**src/rvc_defs.svh**
```systemverilog
// RVC expander definitions

`ifndef RVC_DEFS_SVH
`define RVC_DEFS_SVH

// instruction widths
`define RVC_ILEN 32
`define RVC_CLEN 16

// credit depths, the input side matches the issue queue depth
`define RVC_IN_CREDITS  4
`define RVC_OUT_CREDITS 4
`define RVC_CREDIT_W    3

// fixed register numbers
`define RVC_REG_SP 5'd2
`define RVC_REG_RA 5'd1

// upper bits that turn a 3-bit prime register into x8..x15
`define RVC_REG_PRIME 2'b01

// ebreak has no operands
`define RVC_EBREAK 32'h0010_0073

`endif

```
**src/rvc_pkg.sv**
```systemverilog
// RVC expander types

`default_nettype none

`include "rvc_defs.svh"

package rvc_pkg;

  // ----------------------------------------------------------------------
  // base major opcodes
  // ----------------------------------------------------------------------
  typedef enum logic [6:0] {
    opc_load   = 7'b0000011,
    opc_op_imm = 7'b0010011,
    opc_store  = 7'b0100011,
    opc_op     = 7'b0110011,
    opc_lui    = 7'b0110111,
    opc_branch = 7'b1100011,
    opc_jalr   = 7'b1100111,
    opc_jal    = 7'b1101111,
    opc_system = 7'b1110011
  } rv_opcode_e;

  // ----------------------------------------------------------------------
  // compressed operations
  // ----------------------------------------------------------------------
  typedef enum logic [4:0] {
    op_none,
    op_reserved,
    // quadrant 0
    op_c_addi4spn,
    op_c_lw,
    op_c_sw,
    // quadrant 1
    op_c_addi,
    op_c_jal,
    op_c_li,
    op_c_lui,
    op_c_addi16sp,
    op_c_srli,
    op_c_srai,
    op_c_andi,
    op_c_sub,
    op_c_xor,
    op_c_or,
    op_c_and,
    op_c_j,
    op_c_beqz,
    op_c_bnez,
    // quadrant 2
    op_c_slli,
    op_c_lwsp,
    op_c_jr,
    op_c_mv,
    op_c_ebreak,
    op_c_jalr,
    op_c_add,
    op_c_swsp
  } rvc_op_e;

  // classify to expand
  typedef struct packed {
    logic [`RVC_ILEN-1:0] instr;
    rvc_op_e              op;
  } rvc_class_t;

  // expand to queue and out
  typedef struct packed {
    logic [`RVC_ILEN-1:0] instr;
    logic                 illegal;
    logic                 compressed;
  } rvc_result_t;

endpackage

`default_nettype wire

```
**src/rvc_classify_stage.sv**
```systemverilog
// RVC classify stage

`timescale 1ns/100ps
`default_nettype none

`include "rvc_defs.svh"

module rvc_classify_stage (
  input  logic                 clk_i,
  input  logic                 reset_i,
  input  logic                 valid_i,
  input  logic [`RVC_ILEN-1:0] instr_i,
  output logic                 valid_o,
  output rvc_pkg::rvc_class_t  class_o
);

  rvc_pkg::rvc_op_e    op_d;
  logic                rd_zero;
  logic                rs2_zero;
  logic                valid_q;
  rvc_pkg::rvc_class_t class_q;

  assign rd_zero  = (instr_i[11:7] == 5'd0);
  assign rs2_zero = (instr_i[6:2] == 5'd0);

  // ----------------------------------------------------------------------
  // quadrant and funct3 decode
  // ----------------------------------------------------------------------
  always_comb begin
    op_d = rvc_pkg::op_reserved;
    unique case (instr_i[1:0])
      2'b00: begin
        unique case (instr_i[15:13])
          3'b000: op_d = rvc_pkg::op_c_addi4spn;
          3'b010: op_d = rvc_pkg::op_c_lw;
          3'b110: op_d = rvc_pkg::op_c_sw;
          // fld, flw, zcb loads and stores, fsd, fsw
          default: op_d = rvc_pkg::op_reserved;
        endcase
      end

      2'b01: begin
        unique case (instr_i[15:13])
          3'b000: op_d = rvc_pkg::op_c_addi;
          3'b001: op_d = rvc_pkg::op_c_jal;
          3'b010: op_d = rvc_pkg::op_c_li;
          3'b011: begin
            // rd of sp selects the stack pointer adjust
            if (instr_i[11:7] == `RVC_REG_SP) begin
              op_d = rvc_pkg::op_c_addi16sp;
            end else begin
              op_d = rvc_pkg::op_c_lui;
            end
          end
          3'b100: begin
            // misc-alu group
            unique case (instr_i[11:10])
              2'b00: op_d = rvc_pkg::op_c_srli;
              2'b01: op_d = rvc_pkg::op_c_srai;
              2'b10: op_d = rvc_pkg::op_c_andi;
              default: begin
                unique case ({instr_i[12], instr_i[6:5]})
                  3'b000: op_d = rvc_pkg::op_c_sub;
                  3'b001: op_d = rvc_pkg::op_c_xor;
                  3'b010: op_d = rvc_pkg::op_c_or;
                  3'b011: op_d = rvc_pkg::op_c_and;
                  // subw, addw, zcb mul and unary ops
                  default: op_d = rvc_pkg::op_reserved;
                endcase
              end
            endcase
          end
          3'b101: op_d = rvc_pkg::op_c_j;
          3'b110: op_d = rvc_pkg::op_c_beqz;
          default: op_d = rvc_pkg::op_c_bnez;
        endcase
      end

      2'b10: begin
        unique case (instr_i[15:13])
          3'b000: op_d = rvc_pkg::op_c_slli;
          3'b010: op_d = rvc_pkg::op_c_lwsp;
          3'b100: begin
            // jr/mv/add group, split by bit 12 and a zero rs2
            if (!instr_i[12]) begin
              op_d = rs2_zero ? rvc_pkg::op_c_jr : rvc_pkg::op_c_mv;
            end else if (!rs2_zero) begin
              op_d = rvc_pkg::op_c_add;
            end else begin
              op_d = rd_zero ? rvc_pkg::op_c_ebreak : rvc_pkg::op_c_jalr;
            end
          end
          3'b110: op_d = rvc_pkg::op_c_swsp;
          // fldsp, flwsp, fsdsp and zcmp, fswsp
          default: op_d = rvc_pkg::op_reserved;
        endcase
      end

      // low bits 11 mark a full-width word
      default: op_d = rvc_pkg::op_none;
    endcase
  end

  always_ff @(posedge clk_i) begin
    if (reset_i) begin
      valid_q <= 1'b0;
    end else begin
      valid_q <= valid_i;
    end
  end

  always_ff @(posedge clk_i) begin
    if (valid_i) begin
      class_q.instr <= instr_i;
      class_q.op    <= op_d;
    end
  end

  assign valid_o = valid_q;
  assign class_o = class_q;

endmodule

`default_nettype wire

```
**src/rvc_expand_stage.sv**
```systemverilog
// RVC expand stage

`timescale 1ns/100ps
`default_nettype none

`include "rvc_defs.svh"

module rvc_expand_stage (
  input  logic                 clk_i,
  input  logic                 reset_i,
  input  logic                 valid_i,
  input  rvc_pkg::rvc_class_t  class_i,
  output logic                 valid_o,
  output rvc_pkg::rvc_result_t result_o
);

  logic [`RVC_CLEN-1:0] c;
  logic [4:0]           rd;
  logic [4:0]           rs2;
  logic [4:0]           rs1p;
  logic [4:0]           rs2p;
  logic [19:0]          jimm;
  logic [`RVC_ILEN-1:0] instr_d;
  logic                 illegal_d;
  rvc_pkg::rvc_result_t result_d;
  logic                 valid_q;
  rvc_pkg::rvc_result_t result_q;

  // ----------------------------------------------------------------------
  // operand fields shared by several formats
  // ----------------------------------------------------------------------
  assign c    = class_i.instr[`RVC_CLEN-1:0];
  assign rd   = c[11:7];
  assign rs2  = c[6:2];
  assign rs1p = {`RVC_REG_PRIME, c[9:7]};
  assign rs2p = {`RVC_REG_PRIME, c[4:2]};

  // CJ offset already in jal order
  assign jimm = {c[12], c[8], c[10:9], c[6], c[7], c[2], c[11], c[5:3], {9{c[12]}}};

  always_comb begin
    instr_d   = class_i.instr;
    illegal_d = 1'b0;
    unique case (class_i.op)
      // CIW
      rvc_pkg::op_c_addi4spn: begin
        instr_d = {2'b00, c[10:7], c[12:11], c[5], c[6], 2'b00, `RVC_REG_SP, 3'b000,
                   rs2p, rvc_pkg::opc_op_imm};
        illegal_d = (c[12:5] == 8'd0);
      end
      // CL and CS word access
      rvc_pkg::op_c_lw: begin
        instr_d = {5'd0, c[5], c[12:10], c[6], 2'b00, rs1p, 3'b010, rs2p,
                   rvc_pkg::opc_load};
      end
      rvc_pkg::op_c_sw: begin
        instr_d = {5'd0, c[5], c[12], rs2p, rs1p, 3'b010, c[11:10], c[6], 2'b00,
                   rvc_pkg::opc_store};
      end

      // CI immediates, nop falls out of addi with rd x0
      rvc_pkg::op_c_addi: begin
        instr_d = {{7{c[12]}}, c[6:2], rd, 3'b000, rd, rvc_pkg::opc_op_imm};
      end
      rvc_pkg::op_c_li: begin
        instr_d = {{7{c[12]}}, c[6:2], 5'd0, 3'b000, rd, rvc_pkg::opc_op_imm};
      end
      rvc_pkg::op_c_lui: begin
        instr_d   = {{15{c[12]}}, c[6:2], rd, rvc_pkg::opc_lui};
        illegal_d = ({c[12], c[6:2]} == 6'd0);
      end
      rvc_pkg::op_c_addi16sp: begin
        instr_d = {{3{c[12]}}, c[4:3], c[5], c[2], c[6], 4'b0000, `RVC_REG_SP, 3'b000,
                   `RVC_REG_SP, rvc_pkg::opc_op_imm};
        illegal_d = ({c[12], c[6:2]} == 6'd0);
      end

      // CB shifts and andi on a prime register
      rvc_pkg::op_c_srli,
      rvc_pkg::op_c_srai: begin
        instr_d = {1'b0, c[10], 4'b0000, c[12], c[6:2], rs1p, 3'b101, rs1p,
                   rvc_pkg::opc_op_imm};
      end
      rvc_pkg::op_c_andi: begin
        instr_d = {{7{c[12]}}, c[6:2], rs1p, 3'b111, rs1p, rvc_pkg::opc_op_imm};
      end

      // CA register ops
      rvc_pkg::op_c_sub: begin
        instr_d = {7'b0100000, rs2p, rs1p, 3'b000, rs1p, rvc_pkg::opc_op};
      end
      rvc_pkg::op_c_xor: begin
        instr_d = {7'd0, rs2p, rs1p, 3'b100, rs1p, rvc_pkg::opc_op};
      end
      rvc_pkg::op_c_or: begin
        instr_d = {7'd0, rs2p, rs1p, 3'b110, rs1p, rvc_pkg::opc_op};
      end
      rvc_pkg::op_c_and: begin
        instr_d = {7'd0, rs2p, rs1p, 3'b111, rs1p, rvc_pkg::opc_op};
      end

      // CJ jumps, jal links through ra
      rvc_pkg::op_c_jal: begin
        instr_d = {jimm, `RVC_REG_RA, rvc_pkg::opc_jal};
      end
      rvc_pkg::op_c_j: begin
        instr_d = {jimm, 5'd0, rvc_pkg::opc_jal};
      end

      // CB branches against x0, funct3 bit 0 comes from c[13]
      rvc_pkg::op_c_beqz,
      rvc_pkg::op_c_bnez: begin
        instr_d = {{4{c[12]}}, c[6:5], c[2], 5'd0, rs1p, 2'b00, c[13], c[11:10], c[4:3],
                   c[12], rvc_pkg::opc_branch};
      end

      // quadrant 2
      rvc_pkg::op_c_slli: begin
        instr_d = {6'd0, c[12], c[6:2], rd, 3'b001, rd, rvc_pkg::opc_op_imm};
      end
      rvc_pkg::op_c_lwsp: begin
        instr_d = {4'd0, c[3:2], c[12], c[6:4], 2'b00, `RVC_REG_SP, 3'b010, rd,
                   rvc_pkg::opc_load};
        illegal_d = (rd == 5'd0);
      end
      rvc_pkg::op_c_swsp: begin
        instr_d = {4'd0, c[8:7], c[12], rs2, `RVC_REG_SP, 3'b010, c[11:9], 2'b00,
                   rvc_pkg::opc_store};
      end
      // CR forms
      rvc_pkg::op_c_jr: begin
        instr_d   = {12'd0, rd, 3'b000, 5'd0, rvc_pkg::opc_jalr};
        illegal_d = (rd == 5'd0);
      end
      rvc_pkg::op_c_jalr: begin
        instr_d = {12'd0, rd, 3'b000, `RVC_REG_RA, rvc_pkg::opc_jalr};
      end
      rvc_pkg::op_c_mv: begin
        instr_d = {7'd0, rs2, 5'd0, 3'b000, rd, rvc_pkg::opc_op};
      end
      rvc_pkg::op_c_add: begin
        instr_d = {7'd0, rs2, rd, 3'b000, rd, rvc_pkg::opc_op};
      end
      rvc_pkg::op_c_ebreak: begin
        instr_d = `RVC_EBREAK;
      end

      rvc_pkg::op_reserved: begin
        illegal_d = 1'b1;
      end
      // full-width word passes as is
      default: begin
        instr_d = class_i.instr;
      end
    endcase
  end

  // an illegal word leaves with its raw bits
  assign result_d.instr      = illegal_d ? class_i.instr : instr_d;
  assign result_d.illegal    = illegal_d;
  assign result_d.compressed = (class_i.op != rvc_pkg::op_none);

  always_ff @(posedge clk_i) begin
    if (reset_i) begin
      valid_q <= 1'b0;
    end else begin
      valid_q <= valid_i;
    end
  end

  always_ff @(posedge clk_i) begin
    if (valid_i) begin
      result_q <= result_d;
    end
  end

  assign valid_o  = valid_q;
  assign result_o = result_q;

endmodule

`default_nettype wire

```
**src/rvc_expander.sv**
```systemverilog
// RVC expander top

`timescale 1ns/100ps
`default_nettype none

`include "rvc_defs.svh"

module rvc_expander (
  input  logic                 clk_i,
  input  logic                 reset_i,
  input  logic                 in_valid_i,
  input  logic [`RVC_ILEN-1:0] instr_i,
  output logic                 in_credit_o,
  output logic                 out_valid_o,
  output rvc_pkg::rvc_result_t out_result_o,
  input  logic                 out_credit_i
);

  logic                 class_valid;
  rvc_pkg::rvc_class_t  class_word;
  logic                 expand_valid;
  rvc_pkg::rvc_result_t expand_result;

  rvc_classify_stage i_rvc_classify_stage (
    .clk_i   (clk_i),
    .reset_i (reset_i),
    .valid_i (in_valid_i),
    .instr_i (instr_i),
    .valid_o (class_valid),
    .class_o (class_word)
  );

  rvc_expand_stage i_rvc_expand_stage (
    .clk_i    (clk_i),
    .reset_i  (reset_i),
    .valid_i  (class_valid),
    .class_i  (class_word),
    .valid_o  (expand_valid),
    .result_o (expand_result)
  );

  rvc_issue_stage i_rvc_issue_stage (
    .clk_i        (clk_i),
    .reset_i      (reset_i),
    .valid_i      (expand_valid),
    .result_i     (expand_result),
    .out_credit_i (out_credit_i),
    .out_valid_o  (out_valid_o),
    .out_result_o (out_result_o),
    .in_credit_o  (in_credit_o)
  );

endmodule

`default_nettype wire

```
**src/rvc_issue_stage.sv**
```systemverilog
// RVC issue queue

`timescale 1ns/100ps
`default_nettype none

`include "rvc_defs.svh"

module rvc_issue_stage (
  input  logic                 clk_i,
  input  logic                 reset_i,
  input  logic                 valid_i,
  input  rvc_pkg::rvc_result_t result_i,
  input  logic                 out_credit_i,
  output logic                 out_valid_o,
  output rvc_pkg::rvc_result_t out_result_o,
  output logic                 in_credit_o
);

  localparam int unsigned DEPTH = `RVC_IN_CREDITS;
  localparam int unsigned PTR_W = $clog2(`RVC_IN_CREDITS);

  rvc_pkg::rvc_result_t     mem_q [DEPTH];
  logic [PTR_W-1:0]         wr_ptr_q;
  logic [PTR_W-1:0]         rd_ptr_q;
  logic [`RVC_CREDIT_W-1:0] fill_q;
  logic [`RVC_CREDIT_W-1:0] credit_q;
  logic                     queue_empty;
  logic                     bypass;
  logic                     push;
  logic                     pop;
  logic                     in_credit_q;

  assign queue_empty = (fill_q == '0);

  // an empty queue hands the incoming entry straight out
  assign out_valid_o  = (!queue_empty || valid_i) && (credit_q != '0);
  assign out_result_o = queue_empty ? result_i : mem_q[rd_ptr_q];
  assign bypass       = out_valid_o && queue_empty;
  assign push         = valid_i && !bypass;
  assign pop          = out_valid_o && !queue_empty;

  // ----------------------------------------------------------------------
  // queue pointers and fill level
  // ----------------------------------------------------------------------
  always_ff @(posedge clk_i) begin
    if (reset_i) begin
      wr_ptr_q <= '0;
      rd_ptr_q <= '0;
      fill_q   <= '0;
    end else begin
      if (push) begin
        wr_ptr_q <= (wr_ptr_q == PTR_W'(DEPTH - 1)) ? '0 : wr_ptr_q + 1'b1;
      end
      if (pop) begin
        rd_ptr_q <= (rd_ptr_q == PTR_W'(DEPTH - 1)) ? '0 : rd_ptr_q + 1'b1;
      end
      fill_q <= fill_q + push - pop;
    end
  end

  always_ff @(posedge clk_i) begin
    if (push) begin
      mem_q[wr_ptr_q] <= result_i;
    end
  end

  // ----------------------------------------------------------------------
  // output credits and input credit return
  // ----------------------------------------------------------------------
  always_ff @(posedge clk_i) begin
    if (reset_i) begin
      credit_q    <= `RVC_CREDIT_W'(`RVC_OUT_CREDITS);
      in_credit_q <= 1'b0;
    end else begin
      credit_q    <= credit_q - out_valid_o + out_credit_i;
      // every entry that leaves frees one upstream slot
      in_credit_q <= out_valid_o;
    end
  end

  assign in_credit_o = in_credit_q;

  // upstream credits cover the stages and the queue, so a full queue sees no push
  assert property (@(posedge clk_i) disable iff (reset_i) push |-> (fill_q < DEPTH))
    else $error("issue queue push while full");

  // downstream never returns more credits than were spent
  assert property (@(posedge clk_i) disable iff (reset_i)
    (out_credit_i && !out_valid_o) |-> (credit_q < `RVC_OUT_CREDITS))
    else $error("output credit count overflow");

endmodule

`default_nettype wire

```
**config.mk**
```make
export PLATFORM = sky130hd
export DESIGN_NAME = rvc_expander
export DESIGN_NICKNAME = d
export VERILOG_FILES = /design/src/rvc_pkg.sv /design/src/rvc_classify_stage.sv /design/src/rvc_expand_stage.sv /design/src/rvc_expander.sv /design/src/rvc_issue_stage.sv
export VERILOG_INCLUDE_DIRS = /design/src
export SDC_FILE = /design/constraint.sdc
export NUM_CORES = 1
export LEC_CHECK = 0
export ABC_AREA = 1
export ABC_CLOCK_PERIOD_IN_PS = 3250
export BUFFER_PORTS_ARGS = -buffer_cell sky130_fd_sc_hd__buf_2
export CELL_PAD_IN_SITES_DETAIL_PLACEMENT = 0
export CELL_PAD_IN_SITES_GLOBAL_PLACEMENT = 1
export CORE_ASPECT_RATIO = 0.7
export CORE_MARGIN = 2
export CORE_UTILIZATION = 47
export DETAILED_ROUTE_END_ITERATION = 7
export HOLD_SLACK_MARGIN = 0.03
export PLACE_DENSITY = 0.88
export SLEW_MARGIN = 20
export SYNTH_ARGS = -nofsm -noshare
export SYNTH_HDL_FRONTEND = slang
export SYNTH_SLANG_ARGS = --single-unit
```
**constraint.sdc**
```tcl
create_clock -name clk_i -period 3.25 [get_ports clk_i]
set_input_delay 0.325 -clock clk_i [delete_from_list [all_inputs] [get_ports clk_i]]
set_output_delay 0.325 -clock clk_i [all_outputs]
set_load 0.005 [all_outputs]
```
==> results.json <==
{
  "status": "complete, no violations",
  "insertion_delay_ns": 0.50,
  "hold_violations": 0,
  "setup.worst_path.end_class": "register",
  "r2r_slack_ns": 0.53,
  "max-slew-margin-rel": 0.380,
  "worst_pin_slew_ns": 0.929,
  "post_drt_wl_per_cell_um": 19.1,
  "synth_compound_area_frac": 0.0801,
  "syn_nets": 1238,
  "route.vias.total": 8692,
  "clk_pin_slew_ns": 0.07,
  "synthCells": 1191,
  "max_freq_ghz": 0.367,
  "ys_warn_count": 0,
  "cts_tree": "done",
  "drive_gt1_frac": 0.126,
  "post-place-ws_ns": 0.611,
  "yosys.area.top_type": "edfxtp_1",
  "clock-root-buffer": "clkbuf_16",
  "dp_cells": 1543,
  "dp_hpwl_um": 21100,
  "ys_seq_area_frac": 0.598,
  "power.leakage_nw": 5.14,
  "grt_max_degree": 69,
  "core_mm2": 0.0227,
  "grt_pass1_vias": 8191,
  "synth-simple-area-share": 0.253,
  "rsz0062_at_grt": "false",
  "fin_crit_ns": 2.72,
  "insertedDiodeCount": 0,
  "netlist_top_cells_count": "293 x nor2_1, 218 x nand2_1, 207 x edfxtp_1, 91 x o21ai_0, 87 x inv_1",
  "grt_use_total": 0.255,
  "numCtsBuffers": 21,
  "setup_viol_count_final": 0,
  "drv_slew": 0,
  "grt_pass1_wl_um": 47300,
  "wirelength_um": 30600,
  "crit_path_max_fanout": 14,
  "ys.flop_type": "edfxtp_1",
  "synth_mux_area_frac": 0,
  "fill_cells": 2039,
  "syn_area_mm2": 0.0109,
  "start_util": 0.480,
  "final_nets": 1324,
  "antenna_left": 0,
  "die_h_um": 131,
  "worstSetupStartpointType": "register",
  "ctsHtreeMaxLevel": 1,
  "required_ns": 3.51,
  "layout_worst_path_cycle_share": 0.838,
  "cts_setup_buffers": 0,
  "syn2layout_area_growth_pct": 14.7,
  "row_count": 46,
  "synth_top_area_share": 0.570,
  "globalplace.congestion": 1.04,
  "cts_sinks": 222,
  "dieArea_mm2": 0.0245,
  "synth_adder_area_share": 0.0140,
  "worstSetupPathType": "reg2reg",
  "cp.arrival_ns": 2.98,
  "powerDensity_mw_per_mm2": 683,
  "hp-class": "in2reg",
  "yosysMostFrequentCell": "nor2_1",
  "fin_skew_ns": 0.0116,
  "synth_seq_cells": 222,
  "fin_ws_ns": 0.525,
  "syn_avg_cell_area_um2": 9.16,
  "maxCapViolCount": 0,
  "synth_top_family_by_area": "simple AND/OR/NAND/NOR gates",
  "synth_xor_area_frac": 0.000803,
  "setup_tns_ns": 0,
  "drc": 0,
  "vias_per_cell": 5.43,
  "clockBufferDepth": 3,
  "drt_first_iter_violations": 1071,
  "synth-async-reset-ratio": 0,
  "grt_overflow": 0,
  "antenna_found_initial": 0,
  "dieWidth_um": 186,
  "firstDrtPassIters": 6,
  "port_buffers": 71,
  "vdd_drop_max_uv": 380,
  "final_core_util": 0.550,
  "synth_edf_count": 207,
  "yosys-top-cells-area": "edfxtp_1 57%, nor2_1 10%, nand2_1 7.5%",
  "instances_no_fill": 1601,
  "boundaryPins": 72,
  "synthDistinctLibCells": 40
}
metrics by stage:
stage          power [W]  hold slack [ns]  area, um2
2_1_floorplan    0.00526            0.424      10900
3_3_place_gp     0.00615            0.494      11600
3_5_place_dp     0.00621            0.497      11600
4_1_cts          0.00859           0.0404      12500
5_1_grt          0.00910           0.0461      12500
6_report         0.00854           0.0487      12500
placed cells by master, fill, tap and decap left out, types with 20 or more instances in the layout:
master	count
inv_1	87
buf_4	20
nor2_1	289
nand3_1	74
dlygate4sd3_1	23
edfxtp_1	207
clkbuf_16	21
nand2_1	217
buf_2	71
nand4_1	20
a21oi_1	21
o21ai_0	91
a31oi_1	34
power by group:
group | total (W) | switching [W] | internal, W | leakage (nW)
Clock | 0.00237 | 0.00103 | 0.00134 | 0.311
Sequential | 0.00361 | 0.000197 | 0.00342 | 2.02
Combinational | 0.00256 | 0.00165 | 0.000916 | 2.81
routing by layer:
layer,track usage,part of all wire
met1,0.387,0.45
met2,0.364,0.42
met3,0.0685,0.10
met4,0.0547,0.020
met5,0,0
logic make-up after synthesis:
family,after synthesis
and+or+nand+nor,649
DFF,222
buffers and inverters,148
adders and majority gates,11
AOI/OAI and AO/OA,160
xor gates and xnor gates,1
cell type report:
class / instances / area [um2] / share of cell area
Clock buffer: 24 / 537 / 0.0429
Multi-Input combinational cell: 821 / 3820 / 0.306
Clock inverter: 11 / 106 / 0.00850
Tap cell: 312 / 390 / 0.0312
Timing Repair Buffer: 116 / 776 / 0.0620
Sequential cell: 222 / 6520 / 0.521
Inverter: 95 / 357 / 0.0285
path summary, 6_finish.rpt:
path / end / from / cells past startpoint
max: i_rvc_expand_stage.result_o[9] / i_rvc_classify_stage.class_o[1] / 11
min: i_rvc_classify_stage.class_o[5] / instr_i[0] / 1
max reg2reg: i_rvc_expand_stage.result_o[9] / i_rvc_classify_stage.class_o[1] / 11
min reg2reg: i_rvc_issue_stage.rd_ptr_q[1] / i_rvc_issue_stage.rd_ptr_q[1] / 2
critical path, stage by stage, from the launching register on:
cell and delay, ns:
edfxtp_1 0.59, nor2_4 0.39, nand2_1 0.18, nor2_2 0.38
nor2_2 0.08, nand2_1 0.10, nor2_2 0.06, nand2_2 0.21
buf_4 0.24, nand3_1 0.11, nand2_1 0.08, nand2_1 0.06
registers in the layout, indices dropped and copies added, names as in the netlist, named ones only:
register	count
i_rvc_issue_stage.mem_q	136
i_rvc_issue_stage.fill_q	3
i_rvc_classify_stage.class_o	37
i_rvc_expand_stage.valid_o	1
i_rvc_classify_stage.valid_o	1
i_rvc_issue_stage.wr_ptr_q	2
i_rvc_issue_stage.in_credit_o	1
i_rvc_issue_stage.rd_ptr_q	2
i_rvc_issue_stage.credit_q	3
i_rvc_expand_stage.result_o	34
repair_timing:
action,CTS,global route
endpoints found under the hold margin,23,0
gates resized for setup,0,0
hold buffers,23,0
setup endpoints to repair,0,0
Power figures use the tool's default switching activity.
